===== src/verilog/aes_pkg.sv =====
// AES-256 shared definitions
package aes_pkg;

    // data block and round key width
    localparam int block_width = 128;
    // key schedule word
    localparam int word_width = 32;

    // aes-256 round structure
    localparam int num_rounds = 14;
    localparam int num_round_keys = num_rounds + 1;
    localparam int key_addr_width = 4;

    // command queue entries
    localparam int cmd_queue_depth = 4;

    // round constants, indexed by round-key pair
    // entry 0 never used, pair numbering starts at 1
    localparam logic [7:0] rcon_table [8] = '{
        8'h00, 8'h01, 8'h02, 8'h04, 8'h08, 8'h10, 8'h20, 8'h40
    };

    typedef logic [block_width-1:0] block_t;

    // command carried with each input word
    typedef enum logic [1:0] {
        cmd_encrypt    = 2'd0,
        cmd_key_first  = 2'd1,
        cmd_key_second = 2'd2
    } cmd_e;

    // dispatch fsm
    typedef enum logic [1:0] {
        st_idle,
        st_expand,
        st_encrypt
    } ctrl_state_e;

    // cipher fsm
    typedef enum logic [1:0] {
        cs_idle,
        cs_round,
        cs_done
    } cipher_state_e;

endpackage


===== src/verilog/aes_round_key_if.sv =====
// AES round key port
interface aes_round_key_if;
    import aes_pkg::*;

    // write side, from the key schedule
    logic                       wr_en;
    logic [key_addr_width-1:0]  wr_addr;
    block_t                     wr_data;

    // read side, cipher addresses and store returns
    logic [key_addr_width-1:0]  rd_addr;
    block_t                     rd_data;

    modport expander (output wr_en, output wr_addr, output wr_data);

    modport cipher (output rd_addr, input rd_data);

    modport store (
        input  wr_en,
        input  wr_addr,
        input  wr_data,
        input  rd_addr,
        output rd_data
    );

endinterface


===== src/verilog/aes_key_store.sv =====
// AES round key store
module aes_key_store (
    input  logic            clk,
    input  logic            resetn,
    aes_round_key_if.store  rk
);
    import aes_pkg::*;

    // one entry per round key
    block_t keys [num_round_keys];

    always_ff @(posedge clk or negedge resetn)
    begin
        if (!resetn)
        begin
            for (int i = 0; i < num_round_keys; i++)
                keys[i] <= '0;
        end
        else if (rk.wr_en)
        begin
            keys[rk.wr_addr] <= rk.wr_data;
        end
    end

    // combinational read for the cipher
    assign rk.rd_data = keys[rk.rd_addr];

endmodule


===== src/flat_wrapper.sv =====
// flat-port wrapper written by rule: the top's interface ports become plain ports
module aes_key_store_flat import aes_pkg::*;
  (clk, resetn, rk_wr_en, rk_wr_addr, rk_wr_data, rk_rd_addr, rk_rd_data);
  aes_round_key_if rk_i ();
  input  logic clk;
  input  logic resetn;
  input wire logic [$bits(rk_i.wr_en)-1:0] rk_wr_en;
  input wire logic [$bits(rk_i.wr_addr)-1:0] rk_wr_addr;
  input wire logic [$bits(rk_i.wr_data)-1:0] rk_wr_data;
  input wire logic [$bits(rk_i.rd_addr)-1:0] rk_rd_addr;
  output wire logic [$bits(rk_i.rd_data)-1:0] rk_rd_data;
  assign rk_i.wr_en = rk_wr_en;
  assign rk_i.wr_addr = rk_wr_addr;
  assign rk_i.wr_data = rk_wr_data;
  assign rk_i.rd_addr = rk_rd_addr;
  assign rk_rd_data = rk_i.rd_data;
  aes_key_store u_core (.clk(clk), .resetn(resetn), .rk(rk_i));
endmodule

===== config.mk =====
export PLATFORM = sky130hd
export DESIGN_NAME = aes_key_store_flat
export DESIGN_NICKNAME = d
export VERILOG_FILES = /design/src/verilog/aes_pkg.sv /design/src/verilog/aes_round_key_if.sv /design/src/verilog/aes_key_store.sv /design/src/flat_wrapper.sv
export SDC_FILE = /design/constraint.sdc
export NUM_CORES = 2
export LEC_CHECK = 0
export BUFFER_PORTS_ARGS = -buffer_cell sky130_fd_sc_hd__buf_2
export CAP_MARGIN = 20
export CORE_MARGIN = 4
export CORE_UTILIZATION = 30
export CTS_CLUSTER_SIZE = 12
export DETAILED_ROUTE_END_ITERATION = 16
export PLACE_DENSITY = 0.54
export SYNTH_ARGS = -nofsm -noshare
export SYNTH_HDL_FRONTEND = slang
export SYNTH_SLANG_ARGS = --single-unit

===== constraint.sdc =====
create_clock -name clk -period 2.1 [get_ports clk]
set_input_delay 0.315 -clock clk [delete_from_list [all_inputs] [get_ports clk]]
set_output_delay 0.315 -clock clk [all_outputs]
set_load 0.03 [all_outputs]

==> impl_metrics.env <==
export IMPL_grt_pass1_vias=55800
export IMPL_peakVddDrop_mv=0.648
export IMPL_p_clk_share_pct=35.3
export IMPL_holdPathEnd="u_core.keys[1365]$_DFFE_PN0P_"
export IMPL_pre_cts_ws_ps=-465
export IMPL_fin_skew_ps=0
export IMPL_finalHoldViolCount=0
export IMPL_grtUsageTotal_pct=16.6
export IMPL_core_sq_um=288000
export IMPL_grt_pass1_wl_um=380000
export IMPL_min_from="rk_wr_addr[2]"
export IMPL_vias=50700
export IMPL_numCtsBuffers=219
export IMPL_root_buffer="clkbuf_16"
export IMPL_critPathBufInv=2
export IMPL_regMostFlops="u_core.keys"
export IMPL_drv_slew=0
export IMPL_r2r_setup_slack_ps=1110
export IMPL_cts_max_path_buffers=4
export IMPL_io_pins=267
export IMPL_place_inst=9528
export IMPL_wl_met1_um=116000
export IMPL_area_growth_pct=23.1
export IMPL_period_share_pct=131
export IMPL_io_buffer_count=266
export IMPL_outcome="finished, violations left"
export IMPL_synth_seq_cells=1920
export IMPL_nets=6268
export IMPL_clk_pin_slew_worst_paths_ps=60
export IMPL_path_class="reg -> out"
export IMPL_worstHoldPathCells=4
export IMPL_gp_congestion=0.743
export IMPL_internal_power_mw=81.7
export IMPL_maxCapViolCount=0
export IMPL_clock_sinks=1920
export IMPL_seq_power_share_pct=45.1
export IMPL_synth_fp_nets=5694
export IMPL_ff2ff_path_depth=3
export IMPL_utilization_pct=37.1
export IMPL_drt_iter0_markers=2943
export IMPL_fin_crit_ps=2760
export IMPL_reg_top3="u_core.keys (1920)"
export IMPL_synth_cell_types=22
export IMPL_layout_drive_gt1_share_pct=55.3
export IMPL_overflow=0
export IMPL_ys_seq_area_share_pct=55.2
export IMPL_fp_row_count=197
export IMPL_seq_area_sq_um=48000
export IMPL_rsz0062_at_grt="yes"
export IMPL_die_y_um=546
export IMPL_path_delay_family="multiplexers"
export IMPL_finalSetupViolCount=128
export IMPL_whs_ps=244
export IMPL_fp_dieW_um=546
export IMPL_netlist_instances=5555
export IMPL_hp_class="in -> reg"
export IMPL_dr_wl_met2_um=121000
export IMPL_num_fill_cells=27100
export IMPL_layout_setup_ws_ps=-656
export IMPL_violations="negative setup slack"
export IMPL_worstMarginPinSlew_ps=771
export IMPL_dr_max_layer_used="met5"
export IMPL_die_area_sq_um=299000
export IMPL_endpoint_kind="primary output"
export IMPL_htree_num_levels=4
export IMPL_synthesis_area_sq_um=87000
export IMPL_via_per_inst=5.02
export IMPL_grt_max_degree=101
export IMPL_final_cell_area_sq_um=107000
export IMPL_critPathLaunchType="flop"
export IMPL_cp_slowest_cell="mux4_2"
export IMPL_rr_startpoint="u_core.keys[998]$_DFFE_PN0P_"
export IMPL_swShare_pct=26.0
export IMPL_path_max_fanout=2
export IMPL_antenna_found_initial=25
export IMPL_routed_wl_um=250000
export IMPL_tritoncts="done"
export IMPL_initial_utilization_pct=30.2
export IMPL_r2r_end="u_core.keys[998]$_DFFE_PN0P_"
export IMPL_place_hpwl_um=162000
export IMPL_synth_area_per_cell_sq_um=15.7
export IMPL_synth_warnings=0
export IMPL_path_cells="mux4_2 -> or2_1 -> a31o_1 -> buf_12 -> buf_8"
export IMPL_arrival_ps=2440
export IMPL_ant_nets=0
export IMPL_crit_required_ps=1780
export IMPL_drc=0
export IMPL_largest_register_ff_count=1920
export IMPL_combPwrFrac_pct=19.6
export IMPL_wire_per_inst_um=24.8
export IMPL_max_freq_mhz=363
export IMPL_dpl_cell_area_sq_um=96900
export IMPL_slew_headroom_pct=48.6
export IMPL_cp_slowest_stage_delay_ps=470
export IMPL_wl_met3_um=8130
export IMPL_multiInputGateArea_sq_um=36400
export IMPL_clkLatencyLatePin_ps=840
export IMPL_power_density_nw_per_um2=1030
export IMPL_final_cells=10100
export IMPL_switching_power_mw=28.7
export IMPL_p_leak_nw=45.9
export IMPL_drt_pass1_iterations=5
-- power groups by stage --
stage          registers [mW]  clock network (mW)  logic, mW
2_1_floorplan            48.9                   0       15.1
3_3_place_gp             50.0                   0       19.8
3_5_place_dp             50.4                   0       20.4
4_1_cts                  49.8                40.2       21.9
5_1_grt                  50.8                41.7       23.4
6_report                 49.8                39.0       21.6
-- through the flow --
| step | setup TNS [ps] | power [mW] |
|---|---|---|
| final | -69710 | 110 |
| after global routing | -82090 | 116 |
| after CTS | -82710 | 112 |
| after detailed placement | -50560 | 70.8 |
| after global placement | -50420 | 69.8 |
| after floorplan | -1700 | 64.0 |
-- synthesized netlist by cell type --
| master | n | share of area (%) |
|---|---|---|
| a31o_1 | 128 | 1.3 |
| nand3_1 | 1 | 0.0057 |
| buf_1 | 15 | 0.065 |
| a22o_1 | 128 | 1.3 |
| or2_0 | 63 | 0.45 |
| mux2_2 | 1920 | 25 |
| buf_2 | 238 | 1.4 |
| o221ai_1 | 128 | 1.3 |
| buf_4 | 22 | 0.19 |
| inv_1 | 128 | 0.55 |
| or2_1 | 65 | 0.47 |
| nor3b_2 | 1 | 0.014 |
| mux4_2 | 384 | 9.9 |
| nand2_1 | 2 | 0.0086 |
| clkbuf_1 | 237 | 1.0 |
| mux2i_1 | 128 | 1.5 |
| nor2b_1 | 2 | 0.014 |
| nor2_1 | 10 | 0.043 |
| buf_6 | 25 | 0.32 |
| dfrtp_1 | 1920 | 55 |
| nand2b_1 | 6 | 0.043 |
| nand3b_1 | 4 | 0.035 |
-- metal layers --
layer  global-route usage, %  vias up
met1                    22.9    27700
met3                    2.24      299
met2                    27.6      760
met5                       0        -
li1                        -    21900
met4                    4.15       14
-- area by class of cell --
cell class | instances | area share [%]
Sequential cell | 1920 | 44.9
Multi-Input combinational cell | 2970 | 34.0
Timing Repair Buffer | 890 | 9.32
Clock buffer | 314 | 5.95
Tap cell | 3781 | 4.42
Clock inverter | 81 | 0.950
Inverter | 128 | 0.449
Antenna cell | 13 | 0.0304
-- worst register-to-register path, cell delays in order, from the launching register on --
cell and delay (ps):
dfrtp_1 380, buf_4 130, buf_4 110, mux2_2 250
-- placed cells by master (no fill, tap or decap), types with 83 or more instances in the layout --
master / synthesis / layout
mux4_2: 384 / 384
buf_2: 238 / 133
buf_12: 0 / 223
mux2i_1: 128 / 128
a22o_1: 128 / 127
mux2_2: 1920 / 1920
a31o_1: 128 / 83
dlygate4sd3_1: 0 / 129
clkbuf_16: 0 / 219
buf_4: 22 / 273
buf_6: 25 / 127
dfrtp_1: 1920 / 1920
o221ai_1: 128 / 128
inv_1: 128 / 128
-- timing repair --
item / 4_1_cts / 5_1_grt
pin swaps: 160 / 31
hold buffers: 129 / 0
resized for setup: 328 / 20
endpoints found under the setup margin: 128 / 128
setup buffers: 25 / 7
hold endpoints to repair: 3470 / 0
-- kinds of logic after synthesis --
kind of cell,Yosys count,synth area share (%)
multiplexers,2432,36.3
flip-flops,1920,55.2
buffers and inverters,665,3.52
AND/OR/NAND/NOR,154,1.08
AO/OA/AOI/OAI,384,3.87
-- how the worst max path moves through the flow --
| stage | slack [ps] | cells past startpoint | from | endpoint |
|---|---|---|---|---|
| CTS | -780 | 5 | u_core.keys[392]$_DFFE_PN0P_ | rk_rd_data[8] |
| floorplan | -30 | 6 | rk_rd_addr[2] | rk_rd_data[57] |
| global placement | -460 | 7 | rk_rd_addr[0] | rk_rd_data[20] |
| detailed placement | -470 | 7 | rk_rd_addr[0] | rk_rd_data[20] |
| finish | -660 | 5 | u_core.keys[392]$_DFFE_PN0P_ | rk_rd_data[8] |
| global route | -770 | 5 | u_core.keys[648]$_DFFE_PN0P_ | rk_rd_data[8] |
Power figures use the tool's default switching activity.
