File: src/verilog/aes_pkg.sv
// AES-256 shared definitions
package aes_pkg;

    // data block and round key width
    localparam int block_width = 128;
    // key schedule word
    localparam int word_width = 32;

    // aes-256 round structure
    localparam int num_rounds = 14;
    localparam int num_round_keys = num_rounds + 1;
    localparam int key_addr_width = 4;

    // command queue entries
    localparam int cmd_queue_depth = 4;

    // round constants, indexed by round-key pair
    // entry 0 never used, pair numbering starts at 1
    localparam logic [7:0] rcon_table [8] = '{
        8'h00, 8'h01, 8'h02, 8'h04, 8'h08, 8'h10, 8'h20, 8'h40
    };

    typedef logic [block_width-1:0] block_t;

    // command carried with each input word
    typedef enum logic [1:0] {
        cmd_encrypt    = 2'd0,
        cmd_key_first  = 2'd1,
        cmd_key_second = 2'd2
    } cmd_e;

    // dispatch fsm
    typedef enum logic [1:0] {
        st_idle,
        st_expand,
        st_encrypt
    } ctrl_state_e;

    // cipher fsm
    typedef enum logic [1:0] {
        cs_idle,
        cs_round,
        cs_done
    } cipher_state_e;

endpackage

File: src/verilog/aes_round_key_if.sv
// AES round key port
interface aes_round_key_if;
    import aes_pkg::*;

    // write side, from the key schedule
    logic                       wr_en;
    logic [key_addr_width-1:0]  wr_addr;
    block_t                     wr_data;

    // read side, cipher addresses and store returns
    logic [key_addr_width-1:0]  rd_addr;
    block_t                     rd_data;

    modport expander (output wr_en, output wr_addr, output wr_data);

    modport cipher (output rd_addr, input rd_data);

    modport store (
        input  wr_en,
        input  wr_addr,
        input  wr_data,
        input  rd_addr,
        output rd_data
    );

endinterface

File: src/verilog/aes_key_expand.sv
// AES-256 key schedule
module aes_key_expand (
    input  logic                                clk,
    input  logic                                resetn,
    input  logic                                expand_start,
    input  logic [2*aes_pkg::block_width-1:0]   expand_key,
    output logic                                expand_busy,
    aes_round_key_if.expander                   rk
);
    import aes_pkg::*;

    logic [key_addr_width-1:0] count;
    // two most recent round keys, prev1 is the newer
    block_t prev2;
    block_t prev1;
    block_t next_key;
    logic [word_width-1:0] last_word;
    logic [word_width-1:0] sub_in;
    logic [word_width-1:0] sub_out;
    logic [word_width-1:0] temp;
    logic [word_width-1:0] n0, n1, n2, n3;
    logic even_key;

    // even round keys take RotWord and rcon, odd ones SubWord only
    assign even_key = ~count[0];
    assign last_word = prev1[word_width-1:0];
    assign sub_in = even_key ? {last_word[23:0], last_word[31:24]} : last_word;

    // SubWord
    for (genvar i = 0; i < 4; i++)
    begin : g_sub
        aes_sbox u_sbox (
            .in_byte  (sub_in[8*i +: 8]),
            .out_byte (sub_out[8*i +: 8])
        );
    end

    // rcon index is the round-key pair number
    assign temp = even_key ? (sub_out ^ {rcon_table[count[3:1]], 24'h000000}) : sub_out;

    // each new word folds in the word eight back
    assign n0 = prev2[127:96] ^ temp;
    assign n1 = prev2[95:64] ^ n0;
    assign n2 = prev2[63:32] ^ n1;
    assign n3 = prev2[31:0] ^ n2;
    assign next_key = {n0, n1, n2, n3};

    // first two round keys are the cipher key halves
    assign rk.wr_en = expand_busy;
    assign rk.wr_addr = count;
    assign rk.wr_data = (count < 4'd2) ? (count[0] ? prev1 : prev2) : next_key;

    always_ff @(posedge clk or negedge resetn)
    begin
        if (!resetn)
        begin
            expand_busy <= 1'b0;
            count <= '0;
        end
        else if (expand_start)
        begin
            expand_busy <= 1'b1;
            count <= '0;
        end
        else if (expand_busy)
        begin
            count <= count + 1'b1;
            // last write at round key 14
            if (count == key_addr_width'(num_rounds))
                expand_busy <= 1'b0;
        end
    end

    // schedule window slides once the key halves are written
    always_ff @(posedge clk)
    begin
        if (expand_start)
        begin
            prev2 <= expand_key[2*block_width-1:block_width];
            prev1 <= expand_key[block_width-1:0];
        end
        else if (expand_busy && count >= 4'd2)
        begin
            prev2 <= prev1;
            prev1 <= next_key;
        end
    end

endmodule

File: src/verilog/aes_sbox.sv
// AES substitution box
module aes_sbox (
    input  logic [7:0] in_byte,
    output logic [7:0] out_byte
);

    logic [7:0] inv;

    // multiply in GF(2^8) mod x^8 + x^4 + x^3 + x + 1
    function automatic logic [7:0] gf_mul(input logic [7:0] a, input logic [7:0] b);
        logic [7:0] acc;
        logic [7:0] sh;
        acc = 8'h00;
        sh = a;
        for (int i = 0; i < 8; i++)
        begin
            if (b[i])
                acc = acc ^ sh;
            sh = {sh[6:0], 1'b0} ^ (sh[7] ? 8'h1b : 8'h00);
        end
        return acc;
    endfunction

    // inverse as a^254, zero maps to zero
    function automatic logic [7:0] gf_inv(input logic [7:0] a);
        logic [7:0] a3, a7, a15, a31, a63, a127;
        a3 = gf_mul(gf_mul(a, a), a);
        a7 = gf_mul(gf_mul(a3, a3), a);
        a15 = gf_mul(gf_mul(a7, a7), a);
        a31 = gf_mul(gf_mul(a15, a15), a);
        a63 = gf_mul(gf_mul(a31, a31), a);
        a127 = gf_mul(gf_mul(a63, a63), a);
        return gf_mul(a127, a127);
    endfunction

    assign inv = gf_inv(in_byte);

    // affine map, x ^ rotl1 ^ rotl2 ^ rotl3 ^ rotl4 ^ 0x63
    assign out_byte = inv
                    ^ {inv[6:0], inv[7]}
                    ^ {inv[5:0], inv[7:6]}
                    ^ {inv[4:0], inv[7:5]}
                    ^ {inv[3:0], inv[7:4]}
                    ^ 8'h63;

endmodule
File: src/flat_wrapper.sv
// flat-port wrapper written by rule: the top's interface ports become plain ports
module aes_key_expand_flat import aes_pkg::*;
  (clk, resetn, expand_start, expand_key, expand_busy, rk_wr_en, rk_wr_addr, rk_wr_data);
  aes_round_key_if rk_i ();
  input  logic clk;
  input  logic resetn;
  input  logic expand_start;
  input  logic [2*aes_pkg::block_width-1:0] expand_key;
  output logic expand_busy;
  output wire logic [$bits(rk_i.wr_en)-1:0] rk_wr_en;
  output wire logic [$bits(rk_i.wr_addr)-1:0] rk_wr_addr;
  output wire logic [$bits(rk_i.wr_data)-1:0] rk_wr_data;
  assign rk_wr_en = rk_i.wr_en;
  assign rk_wr_addr = rk_i.wr_addr;
  assign rk_wr_data = rk_i.wr_data;
  aes_key_expand u_core (.clk(clk), .resetn(resetn), .expand_start(expand_start), .expand_key(expand_key), .expand_busy(expand_busy), .rk(rk_i));
endmodule
File: config.mk
export PLATFORM = sky130hd
export DESIGN_NAME = aes_key_expand_flat
export DESIGN_NICKNAME = d
export VERILOG_FILES = /design/src/verilog/aes_pkg.sv /design/src/verilog/aes_round_key_if.sv /design/src/verilog/aes_key_expand.sv /design/src/verilog/aes_sbox.sv /design/src/flat_wrapper.sv
export SDC_FILE = /design/constraint.sdc
export NUM_CORES = 2
export LEC_CHECK = 0
export ABC_CLOCK_PERIOD_IN_PS = 26000
export BUFFER_PORTS_ARGS = -buffer_cell sky130_fd_sc_hd__buf_2
export CORE_AREA = 2 2 460 462
export DETAILED_ROUTE_END_ITERATION = 10
export DIE_AREA = 0 0 462 464
export SETUP_SLACK_MARGIN = 0.05
export SYNTH_ARGS = -nofsm -noshare
export SYNTH_HDL_FRONTEND = slang
export SYNTH_HIERARCHICAL = 1
export SYNTH_SLANG_ARGS = --single-unit
File: constraint.sdc
create_clock -name clk -period 26 [get_ports clk]
set_input_delay 2.6 -clock clk [delete_from_list [all_inputs] [get_ports clk]]
set_output_delay 2.6 -clock clk [all_outputs]
set_load 0.005 [all_outputs]
==> summary.txt <==
WORST SETUP PATH
-----------------------------------------------------------------------------------------
Crit-path most repeated cell                                                 sky130_fd_sc_hd__xnor3_1
WP data required                                                                 23400 ps
CP max-delay cell                                                            sky130_fd_sc_hd__dfrtp_4
Worst setup path category                                                    flop to output pin
Data arrival time of the critical path                                           22550 ps
Number of buffer and inverter stages on the critical path                              14
R2R cell count                                                                         79
Worst path depth                                                                       84
CP Capture Type                                                                output pin
Kind of cell with the highest combined delay on the critical path            XOR/XNOR gates
Launch point of the worst path                                               u_core/rk.wr_addr[0]
Slowest Stage Delay on Critical Path                                               550 ps
Crit-path max FO                                                                       14
CP Launch Type                                                                       flop
Critical register-to-register path startpoint                                u_core/rk.wr_addr[0]

GLOBAL ROUTING
-----------------------------------------------------------------------------------------
Antenna violations before repair                                                       22
Residual overflow from global routing                                                   0
Overall fraction of global-route tracks in use                                      23.9%
Vias in the first global route                                                      64300
Pin count of the biggest net entering global routing                                   98
First-pass GRT wire length                                                      402000 um

YOSYS
-----------------------------------------------------------------------------------------
Top cells by instance count after synthesis                                  sky130_fd_sc_hd__xnor2_1, sky130_fd_sc_hd__nand2_1, sky130_fd_sc_hd__nor2_1, sky130_fd_sc_hd__xor2_1, sky130_fd_sc_hd__xnor3_1
Most frequent cell after synthesis                                           sky130_fd_sc_hd__xnor2_1
Unique cell type count in the Yosys netlist                                           104
Average footprint of a synthesized cell                                         8.55 um^2
Proportion of register bits with asynchronous set or reset after synthesis          1.92%
Cell types with the largest area share after synthesis                       sky130_fd_sc_hd__xnor2_1, sky130_fd_sc_hd__xnor3_1, sky130_fd_sc_hd__edfxtp_1
Number of enable flip-flop cells after synthesis                                      256
Cell accounting for the most synthesized area                                sky130_fd_sc_hd__xnor2_1
Total standard cell area after synthesis                                       72800 um^2
Seq/Total Area, Yosys                                                               10.7%
Net count of the mapped netlist                                                      8802
Area share of the largest cell type after synthesis                                 14.9%
Count of state elements after synthesis                                               261
Synthesized instance count                                                           8513
Top FF cell, synth                                                           sky130_fd_sc_hd__edfxtp_1
YS warnings                                                                             6

CLOCKING
-----------------------------------------------------------------------------------------
Number of sinks driven by the clock tree                                              261
Depth of the CTS H-tree                                                                 2
Number of buffers created by CTS                                                       40
Clock network latency to the later pin of the worst-skew pair                      710 ps
Clock root buffer                                                            sky130_fd_sc_hd__clkbuf_16
CTS tree                                                                            built
CTS hold repair buffers                                                                 0
CTS clk-pin slew, worst paths                                                       80 ps
Max Root-Sink Buffers                                                                   3

ROUTING
-----------------------------------------------------------------------------------------
Ratio of routed vias to standard cells                                               5.64
Routed Antenna Nets                                                                     0
Drt wl/cell                                                                       22.5 um
Detailed-route wire length                                                      269000 um
First drt pass iteration count                                                          8
Number of DRC markers after the initial detailed-route iteration                     6643
Total number of vias                                                                67400
Post-detailed-route DRC marker count                                                    0

STA
-----------------------------------------------------------------------------------------
Final critical delay including setup and external delays                         25150 ps
Final count of pins violating max slew                                                  0
Final worst-path setup slack                                                       845 ps
Maximum frequency from static timing analysis                                    39.8 MHz
Final worst path period share                                                       96.7%
Hold Violations, Final                                                                  0
Count of endpoints failing setup in the final report                                    0
Worst-case headroom to the max-slew limit                                           23.2%
RSZ-0062 raised after global routing                                                  yes
Min Hold Slack                                                                     558 ps
Max Clock Skew                                                                    85.0 ps
Worst-margin pin slew                                                             1150 ps

PLACE
-----------------------------------------------------------------------------------------
Buffers on Ports                                                                      392
Post-Place Cells                                                                    11700
Setup WS pre-CTS                                                                 -1300 ps
Final HPWL from detailed placement                                              198000 um
GPL Wtd Cong                                                                        0.958

HOLD PATH
-----------------------------------------------------------------------------------------
Type of the tightest min-delay check                                         flop to flop
Startpoint of the lowest-slack hold path                                     u_core/prev1[121]
Hold Path Stages                                                                        1

FLOORPLAN
-----------------------------------------------------------------------------------------
Initial core utilization                                                            34.8%
Die footprint                                                                 214000 um^2
Core Region                                                                   209000 um^2
Top-level I/O count                                                                   393
Core Rows                                                                             168
Die extent in y                                                                    464 um
Die width                                                                          462 um

RUN
-----------------------------------------------------------------------------------------
Number of maximum-capacitance constraint violations                                     0

LAYOUT
-----------------------------------------------------------------------------------------
Area growth, synth to finish                                                        18.0%
Final net count                                                                      9374
Non-filler instance count after layout                                              11900
Share of cells above drive strength 1                                               24.8%

STATUS
-----------------------------------------------------------------------------------------
Outcome                                                                      complete, no violations

-- metal layers --
layer | part of all wire (%) | GRT usage, %
met1 | 41 | 31.2
met2 | 47 | 39.1
met3 | 7.2 | 3.28
met4 | 5.0 | 10.3
met5 | 0.0078 | 0
-- worst paths after layout --
kind / to / slack (ps)
max in group asynchronous: u_core/rk.wr_addr[0] / 24020
max: rk_wr_data[20] / 850
min in group asynchronous: u_core/rk.wr_addr[1] / 1750
min: u_core/prev2[121] / 560
min reg2reg: u_core/prev2[121] / 560
max reg2reg: u_core/prev1[29] / 4010
-- state kept, by name, indices dropped and copies added, names as in the netlist --
register            count
u_core/expand_busy      1
u_core/prev1          128
u_core/rk.wr_addr       4
u_core/prev2          128
-- through the flow --
stage	util, %	setup TNS, ps	instance area (um^2)
after floorplan	-	0	72800
after global placement	38.3	-17770	80000
after detailed placement	38.3	-30540	80000
after CTS	39.6	0	82900
after global routing	41.1	-649	85900
final	41.1	0	85900
-- area by class of cell --
type | count | area, um^2
Antenna cell | 16 | 40.0
Clock buffer | 48 | 1030
Clock inverter | 23 | 309
Fill cell | 20700 | 123000
Inverter | 177 | 677
Multi-Input combinational cell | 7449 | 64600
Sequential cell | 261 | 7820
Tap cell | 2805 | 3510
Timing Repair Buffer | 1156 | 7910
-- layout by cell type (no fill, tap or decap), types with 46 or more instances in the layout --
cell type,n
sky130_fd_sc_hd__nand3_1,171
sky130_fd_sc_hd__xor3_1,48
sky130_fd_sc_hd__a21oi_1,271
sky130_fd_sc_hd__xnor3_2,149
sky130_fd_sc_hd__a211oi_1,98
sky130_fd_sc_hd__xnor2_4,71
sky130_fd_sc_hd__xor2_2,57
sky130_fd_sc_hd__nor2b_1,68
sky130_fd_sc_hd__xor2_1,479
sky130_fd_sc_hd__buf_4,740
sky130_fd_sc_hd__xnor2_1,1083
sky130_fd_sc_hd__and2_1,52
sky130_fd_sc_hd__edfxtp_1,256
sky130_fd_sc_hd__xnor3_1,321
sky130_fd_sc_hd__buf_2,391
sky130_fd_sc_hd__mux2i_1,296
sky130_fd_sc_hd__inv_1,145
sky130_fd_sc_hd__o211ai_1,96
sky130_fd_sc_hd__a221o_1,49
sky130_fd_sc_hd__mux2_2,259
sky130_fd_sc_hd__or3_1,60
sky130_fd_sc_hd__and3_1,72
sky130_fd_sc_hd__o22ai_1,56
sky130_fd_sc_hd__nand2b_1,84
sky130_fd_sc_hd__nor2_1,693
sky130_fd_sc_hd__a22oi_1,56
sky130_fd_sc_hd__o21ai_0,336
sky130_fd_sc_hd__xnor2_2,189
sky130_fd_sc_hd__nor3_1,162
sky130_fd_sc_hd__nand2_1,1083
sky130_fd_sc_hd__a31oi_1,46
-- kinds of logic after synthesis --
kind of cell	share of synthesized area [%]
buf+inv	4.81
compound gates	15.7
xor+xnor	42.2
fa+ha+maj	0.516
mux	8.30
flops	10.7
simple gates	17.7
-- repair_timing --
action                     CTS  global route
pin swaps                   47           142
cloned                       1             1
buffers inserted            53           128
gates resized for setup    181           342
setup endpoints to repair  126           128
Power is not shown: default switching activity piles up to over one toggle a cycle in this logic, so the estimate is an artifact.
