===== src/verilog/aes_pkg.sv =====
// AES-256 shared definitions
package aes_pkg;

    // data block and round key width
    localparam int block_width = 128;
    // key schedule word
    localparam int word_width = 32;

    // aes-256 round structure
    localparam int num_rounds = 14;
    localparam int num_round_keys = num_rounds + 1;
    localparam int key_addr_width = 4;

    // command queue entries
    localparam int cmd_queue_depth = 4;

    // round constants, indexed by round-key pair
    // entry 0 never used, pair numbering starts at 1
    localparam logic [7:0] rcon_table [8] = '{
        8'h00, 8'h01, 8'h02, 8'h04, 8'h08, 8'h10, 8'h20, 8'h40
    };

    typedef logic [block_width-1:0] block_t;

    // command carried with each input word
    typedef enum logic [1:0] {
        cmd_encrypt    = 2'd0,
        cmd_key_first  = 2'd1,
        cmd_key_second = 2'd2
    } cmd_e;

    // dispatch fsm
    typedef enum logic [1:0] {
        st_idle,
        st_expand,
        st_encrypt
    } ctrl_state_e;

    // cipher fsm
    typedef enum logic [1:0] {
        cs_idle,
        cs_round,
        cs_done
    } cipher_state_e;

endpackage


===== src/verilog/aes_cmd_ctrl.sv =====
// AES command queue and dispatch
module aes_cmd_ctrl (
    input  logic                                clk,
    input  logic                                resetn,
    input  logic                                in_valid,
    output logic                                in_ready,
    input  aes_pkg::cmd_e                       in_cmd,
    input  aes_pkg::block_t                     in_data,
    output logic                                expand_start,
    output logic [2*aes_pkg::block_width-1:0]   expand_key,
    input  logic                                expand_busy,
    output logic                                blk_valid,
    input  logic                                blk_ready,
    output aes_pkg::block_t                     blk_data
);
    import aes_pkg::*;

    cmd_e cmd_q [cmd_queue_depth];
    block_t data_q [cmd_queue_depth];
    logic [$clog2(cmd_queue_depth)-1:0] wr_ptr;
    logic [$clog2(cmd_queue_depth)-1:0] rd_ptr;
    logic [$clog2(cmd_queue_depth+1)-1:0] count;
    logic push;
    logic pop;
    logic not_empty;
    cmd_e head_cmd;
    block_t head_data;
    // first key half, held until the second arrives
    block_t key_hi;
    logic key_loaded;
    ctrl_state_e state;
    ctrl_state_e state_next;

    assign in_ready = (count != ($clog2(cmd_queue_depth+1))'(cmd_queue_depth));
    assign push = in_valid && in_ready;
    assign not_empty = (count != '0);
    assign head_cmd = cmd_q[rd_ptr];
    assign head_data = data_q[rd_ptr];

    assign expand_key = {key_hi, head_data};
    assign blk_valid = (state == st_encrypt);
    assign blk_data = head_data;

    always_comb
    begin
        pop = 1'b0;
        expand_start = 1'b0;
        state_next = state;
        case (state)
            st_idle:
            begin
                if (not_empty && head_cmd == cmd_key_first)
                    pop = 1'b1;
                // no rekey while a block may still read round keys
                else if (not_empty && head_cmd == cmd_key_second && blk_ready)
                begin
                    expand_start = 1'b1;
                    state_next = st_expand;
                end
                // encrypt waits for a first expanded key
                else if (not_empty && head_cmd == cmd_encrypt && key_loaded)
                    state_next = st_encrypt;
            end
            st_expand:
            begin
                if (!expand_busy)
                begin
                    pop = 1'b1;
                    state_next = st_idle;
                end
            end
            st_encrypt:
            begin
                if (blk_ready)
                begin
                    pop = 1'b1;
                    state_next = st_idle;
                end
            end
            default:
                state_next = st_idle;
        endcase
    end

    always_ff @(posedge clk or negedge resetn)
    begin
        if (!resetn)
        begin
            state <= st_idle;
            wr_ptr <= '0;
            rd_ptr <= '0;
            count <= '0;
            key_loaded <= 1'b0;
        end
        else
        begin
            state <= state_next;
            // power-of-two depth, pointers wrap on their own
            if (push)
                wr_ptr <= wr_ptr + 1'b1;
            if (pop)
                rd_ptr <= rd_ptr + 1'b1;
            if (push && !pop)
                count <= count + 1'b1;
            else if (pop && !push)
                count <= count - 1'b1;
            if (state == st_expand && !expand_busy)
                key_loaded <= 1'b1;
        end
    end

    always_ff @(posedge clk)
    begin
        if (push)
        begin
            cmd_q[wr_ptr] <= in_cmd;
            data_q[wr_ptr] <= in_data;
        end
        if (state == st_idle && not_empty && head_cmd == cmd_key_first)
            key_hi <= head_data;
    end

endmodule


===== config.mk =====
export PLATFORM = sky130hd
export DESIGN_NAME = aes_cmd_ctrl
export DESIGN_NICKNAME = d
export VERILOG_FILES = /design/src/verilog/aes_pkg.sv /design/src/verilog/aes_cmd_ctrl.sv
export SDC_FILE = /design/constraint.sdc
export NUM_CORES = 1
export LEC_CHECK = 0
export BUFFER_PORTS_ARGS = -buffer_cell sky130_fd_sc_hd__buf_2
export CORE_MARGIN = 3
export CORE_UTILIZATION = 40
export CTS_BUF_LIST = sky130_fd_sc_hd__clkbuf_4
export DETAILED_ROUTE_END_ITERATION = 10
export GPL_TIMING_DRIVEN = 1
export HOLD_SLACK_MARGIN = 0.1
export SYNTH_ARGS = -nofsm -noshare
export SYNTH_HDL_FRONTEND = slang
export SYNTH_SLANG_ARGS = --single-unit

===== constraint.sdc =====
create_clock -name clk -period 6.5 [get_ports clk]
set_input_delay 0 -clock clk [delete_from_list [all_inputs] [get_ports clk]]
set_output_delay 0 -clock clk [all_outputs]
set_load 0.01 [all_outputs]

==> out/qor.yml, run 1 <==
status: "finished, final reports clean"
worst_pin_slew_ns: 0.998
top_layer_used: "met5"
path_class: "flip-flop to output port"
required_ns: 6.50
grt_pass1_vias: 13900
grt_start_max_net_pins: 65
cellLeakagePower_nw: 11.5
antenna_found_initial: 9
arrival_ns: 4.06
nNetsFinal: 1945
ir_drop_mv: 0.288
fp.dieH_um: 251
hold_class: "primary input to flip-flop"
yosysUniqueCellTypes: 30
wire_per_inst_um: 19.8
ctsRootBufferMaster: "clkbuf_4"
maxCapViolations: 0
viasPerCell: 4.75
synthArstFlopShare_pct: 1.52
grt_remaining_overflow: 0
hold_viol_final: 0
synth_top_flop_cell: "edfxtp_1"
r2r_cells: 3
yosys-top-cells-count: "648 x edfxtp_1, 130 x mux4_2, 128 x buf_4"
cp-start-kind: "flip-flop"
insertion_delay_ns: 0.96
setup_viol: 0
core-area_um2: 59200
synth_top_area_share_pct: 80.9
grt_pass1_wl_um: 81200
route.met3.wl_um: 3870
layout_min_cycle_time_ns: 4.06
dieArea_um2: 63100
rows: 89
rsz0062_at_grt: "no"
drc: 0
slew_viol_final: 0
track_usage_pct: 17.2
fin_skew_ns: 0.0475
synth_nets: 1130
mappedNetlistArea_um2: 24100
first_pass_iters: 5
yosys-top-cells-area: "edfxtp_1 81%, mux4_2 12%, buf_4 4.0%, dfrtp_1 1.0%, buf_2 0.35%"
cts.clk_slew.worst_paths_ns: 0.06
area_growth_pct: 30.8
avgSynthCellArea_um2: 24.3
clockBufferDepth: 3
htreeDepth: 4
drive_above_1_share_pct: 48.7
start_util_pct: 40.6
synth_most_common_cell: "edfxtp_1"
routed_wl_um: 53500
port_buffers: 521
gp_congestion: 0.733
period_share_pct: 62.5
whs_path_depth: 3
hold_ws_ns: 0.373
synth_edf_count: 648
relSlewSlack_pct: 33.4
ys_warn_count: 0
clock.fmax_mhz: 246
synth_seq_cells: 658
yosysTopAreaCell: "edfxtp_1"
fin_setup_tns_ns: 0
synthCells: 989
wl_met1_um: 20600
critPathMaxFanout: 41
num_vias: 12800
synth_seq_area_share_pct: 81.9
cts-buffers-inserted: 164
powerDensity_nw_per_um2: 471
end_kind: "output port"
cts.sinks: 658
cts_tree: "yes"
antenna_left: 0
ios: 522
dp_hpwl_um: 32000
drtIter0Drc: 664
die_w_um: 251
routed-wl-met2_um: 27900
-- final cells by class --
cell class,count,area (um^2)
tap,773,967
multi-input combinational,170,3270
fill,4778,27800
timing repair buffer,807,5430
clock buffer,237,1780
sequential,658,19700
inverter,3,11.3
clock inverter,42,289
antenna,6,15.0
-- cell families after synthesis --
logic type,synth area share (%)
flip-flops,81.9
buffers and inverters,4.63
multiplexers,12.3
AND/OR/NAND/NOR,0.551
XOR/XNOR,0.218
adder cells (fa/ha/maj),0.343
AO/OA/AOI/OAI,0.109
-- metrics by stage --
| step | utilization (%) | worst slack, ns | total power [mW] | instance area [um^2] | cells |
|---|---|---|---|---|---|
| 6_report | 53.1 | 2.44 | 14.8 | 31500 | 2696 |
| 5_1_grt | 53.1 | 1.97 | 15.7 | 31500 | 2695 |
| 4_1_cts | 53.1 | 2.08 | 15.2 | 31500 | 2690 |
| 3_5_place_dp | 45.0 | 3.02 | 11.5 | 26700 | 2140 |
| 3_3_place_gp | 45.0 | 3.10 | 11.5 | 26700 | 2140 |
| 2_1_floorplan | - | 2.31 | 9.98 | 24100 | 989 |
-- cells in the final DEF (no fill, tap or decap), types with 2 or more instances in the layout --
cell type,Yosys,routed
diode_2,0,6
nor2_1,4,4
mux2_2,2,2
buf_2,17,521
xnor2_1,4,4
clkinv_1,0,24
inv_2,0,5
clkinvlp_4,0,3
ha_1,5,5
dlygate4sd3_1,0,271
clkinv_4,0,2
inv_1,3,3
and3_4,0,4
clkbuf_4,0,237
edfxtp_1,648,648
nand2_1,3,3
buf_4,128,15
dfrtp_4,0,2
mux4_2,130,130
clkinv_2,0,4
a21oi_1,2,2
bufinv_16,0,4
nor3b_1,2,2
xor2_1,2,2
dfrtp_1,10,8
-- sequential cells by signal, indices dropped and copies added, names as in the netlist --
name	cells
data_q	512
cmd_q	8
wr_ptr	2
count	3
key_hi	128
rd_ptr	2
state	2
key_loaded	1
-- report_power, final --
group	internal, mW	switching [mW]
logic	2.04	3.02
clock network	1.83	1.59
registers	6.06	0.295
total	9.93	4.91
-- final timing paths --
check / from / to / slack (ns)
worst max-delay path: rd_ptr[0] / blk_data[32] / 2.44
worst min-delay path: in_data[83] / data_q[2][83] / 0.37
worst max register to register: rd_ptr[0] / key_hi[51] / 3.06
worst min register to register: key_loaded / key_loaded / 0.48
max in group asynchronous: resetn / rd_ptr[0] / 5.45
min in group asynchronous: resetn / rd_ptr[1] / 0.69
-- critical path, stage by stage (launching register included) --
cell     delay, ns
dfrtp_4       0.67
buf_4         0.73
buf_4         0.82
mux4_2        0.65
buf_2         0.17
-- metal layers --
metal	up-vias	global-route usage, %
met2	513	29.4
met3	90	6.11
li1	5715	-
met1	6492	20.2
met4	6	6.51
met5	-	0
-- repair_timing --
| item | 4_1_cts | 5_1_grt |
|---|---|---|
| buffers inserted | 0 | 0 |
| endpoints found under the hold margin | 875 | 0 |
| gates resized for setup | 0 | 0 |
| hold buffers | 271 | 0 |
No activity file was read; power rests on OpenSTA's default activity.
==> run 2: changes to the inputs <==
- ABC_AREA: unset -> 1
- clock period: 6.5 -> 3.75 ns (I/O delays scaled with it)
==> run 2 against run 1 <==
Area after synthesis rose by 2.3%. Die area rose by 2.2%. First-iteration DRC count rose by 32%. Register-to-register slack got worse by 1.9 ns. Critical path type unchanged. Largest cell class unchanged. Highest routed layer unchanged.
==> out/qor.yml, run 2 <==
critPathMaxFanout: 166
clockBufferDepth: 3
yosys-top-cells-count: "648 x edfxtp_1, 267 x nor2_1, 219 x o21ai_0"
status: "finished, final reports clean"
track_usage_pct: 17.8
layout_min_cycle_time_ns: 3.44
cts-buffers-inserted: 170
fin_setup_tns_ns: 0
grt_remaining_overflow: 0
port_buffers: 521
required_ns: 3.75
synth_top_flop_cell: "edfxtp_1"
yosysUniqueCellTypes: 26
worstReg2RegEnd: "count[2]"
ys_warn_count: 0
dieArea_um2: 64600
gp_congestion: 0.737
r2r_cells: 12
worst_pin_slew_ns: 0.852
die_w_um: 254
cts.sinks: 658
regArea_um2: 19700
arrival_ns: 3.44
final_common_cell: "edfxtp_1"
crit_buf_inv: 3
wire_per_inst_um: 17.8
hold_class: "primary input to flip-flop"
p_total_mw: 27.5
cts_setup_buffers: 0
synth_most_common_cell: "edfxtp_1"
grt_pass1_wl_um: 87900
htreeDepth: 4
start_util_pct: 40.6
setup_viol: 0
cts_tree: "yes"
hold_viol_final: 0
mappedNetlistArea_um2: 24600
area_growth_pct: 30.6
synth_top_area_share_pct: 79.0
reg.largest.list: "data_q x512, key_hi x128, cmd_q x8"
antenna_left: 0
fp.dieH_um: 254
viasPerCell: 4.84
yosysTopAreaCell: "edfxtp_1"
maxCapViolations: 0
clock.fmax_mhz: 291
cp_cell_sequence: "inv_8, buf_12, o21ai_0, o22ai_1, buf_2"
crit_path_end: "blk_data[16]"
insertion_delay_ns: 0.94
layout_common_cells: "648 x edfxtp_1, 521 x buf_2, 270 x dlygate4sd3_1, 263 x nor2_1, 249 x clkbuf_4"
drtIter0Drc: 874
dp_hpwl_um: 32700
fin_skew_ns: 0.0676
rrSetupSlack_ns: 1.17
nNetsFinal: 2509
largest_reg_flops: 512
drive_above_1_share_pct: 32.8
slew_viol_final: 0
relSlewSlack_pct: 43.2
num_vias: 15900
multi_input_area_um2: 3460
path_class: "flip-flop to output port"
postPlaceCellArea_um2: 27100
rows: 90
postLayoutCellArea_um2: 32200
avgSynthCellArea_um2: 15.4
reg2reg_from: "rd_ptr[0]"
first_pass_iters: 5
synth_edf_count: 648
whs_path_depth: 3
ios: 522
fill_cells: 5040
cp_num_cells: 5
end_kind: "output port"
period_share_pct: 91.8
yosys-top-cells-area: "edfxtp_1 79%, o21ai_0 4.5%, nor2_1 4.1%, buf_4 4.0%, o22ai_1 3.3%"
ir_drop_mv: 0.525
slowest_stage: "dfrtp_4"
synth_seq_area_share_pct: 80.1
drc: 0
antenna_found_initial: 7
grt_pass1_vias: 15900
synthCells: 1602
regMostFlops: "data_q"
synth_nets: 1743
core-area_um2: 60600
rsz0062_at_grt: "no"
routed_wl_um: 58500
ctsRootBufferMaster: "clkbuf_4"
cellLeakagePower_nw: 12.0
cp-start-kind: "flip-flop"
crit_path_max_incr_delay_ns: 0.73
startpoint: "rd_ptr[0]"
cts.clk_slew.worst_paths_ns: 0.07
powerDensity_nw_per_um2: 856
synthArstFlopShare_pct: 1.52
cp_top_family: "buffers and inverters"
grt_start_max_net_pins: 167
synth_seq_cells: 658
hold_ws_ns: 0.382
[run 2: cell type report]
class	count	area share (%)
Antenna cell	4	0.0311
Clock buffer	249	5.81
Clock inverter	49	1.33
Inverter	21	0.288
Multi-Input combinational cell	709	10.8
Sequential cell	658	61.3
Tap cell	782	3.04
Timing Repair Buffer	808	17.4
[run 2: power breakdown]
group	switching (mW)	internal (mW)
combinational	6.76	3.26
clock	2.80	3.59
sequential	0.527	10.6
[run 2: routing by layer]
layer,track usage [%],vias up,part of all wire (%)
met5,0,-,0.082
li1,-,7531,-
met4,6.23,6,1.6
met1,22.0,7738,41
met3,5.18,82,6.8
met2,29.8,524,50
[run 2: through the flow]
step                      setup slack (ns)  util [%]  std cells
after detailed placement              1.15      44.8       2708
final                                0.308      53.1       3280
after global placement                1.21      44.8       2708
after global routing                0.0108      53.1       3280
after CTS                           0.0268      53.1       3276
after floorplan                     -0.892         -       1602
[run 2: cells by family (layout without fill, tap and decap cells)]
kind of cell / after synthesis / in the layout / synth area share (%)
adder cells (fa/ha/maj): 6 / 6 / 0.335
other: 0 / 4 / 0
XOR/XNOR: 4 / 4 / 0.142
AND/OR/NAND/NOR: 310 / 310 / 4.89
AO/OA/AOI/OAI: 389 / 389 / 8.56
buffers and inverters: 235 / 1127 / 6.00
flip-flops: 658 / 658 / 80.1
[run 2: what timing repair did]
item | CTS | global route
endpoints found under the hold margin | 1052 | 0
resized for setup | 0 | 1
endpoints found under the setup margin | 0 | 2
hold buffers | 270 | 0
[run 2: worst min-delay path by stage]
stage | start | to | slack [ns]
final | in_data[106] | data_q[1][106] | 0.38
after detailed placement | resetn | wr_ptr[0] | -0.10
after global placement | resetn | wr_ptr[0] | -0.11
after floorplan | resetn | count[0] | -0.30
after global routing | in_data[119] | data_q[3][119] | 0.29
after CTS | in_data[106] | data_q[1][106] | 0.21
[run 2: worst register-to-register path, cell delays in order, from the launching register on]
cell     delay, ns
dfrtp_4       0.84
nand2_1       0.18
nand3_1       0.16
nand2_2       0.09
nand4_4       0.12
nand2_2       0.07
inv_1         0.05
ha_1          0.13
inv_1         0.06
fa_1          0.38
a21oi_1       0.14
o21ai_0       0.12
xnor2_1       0.14
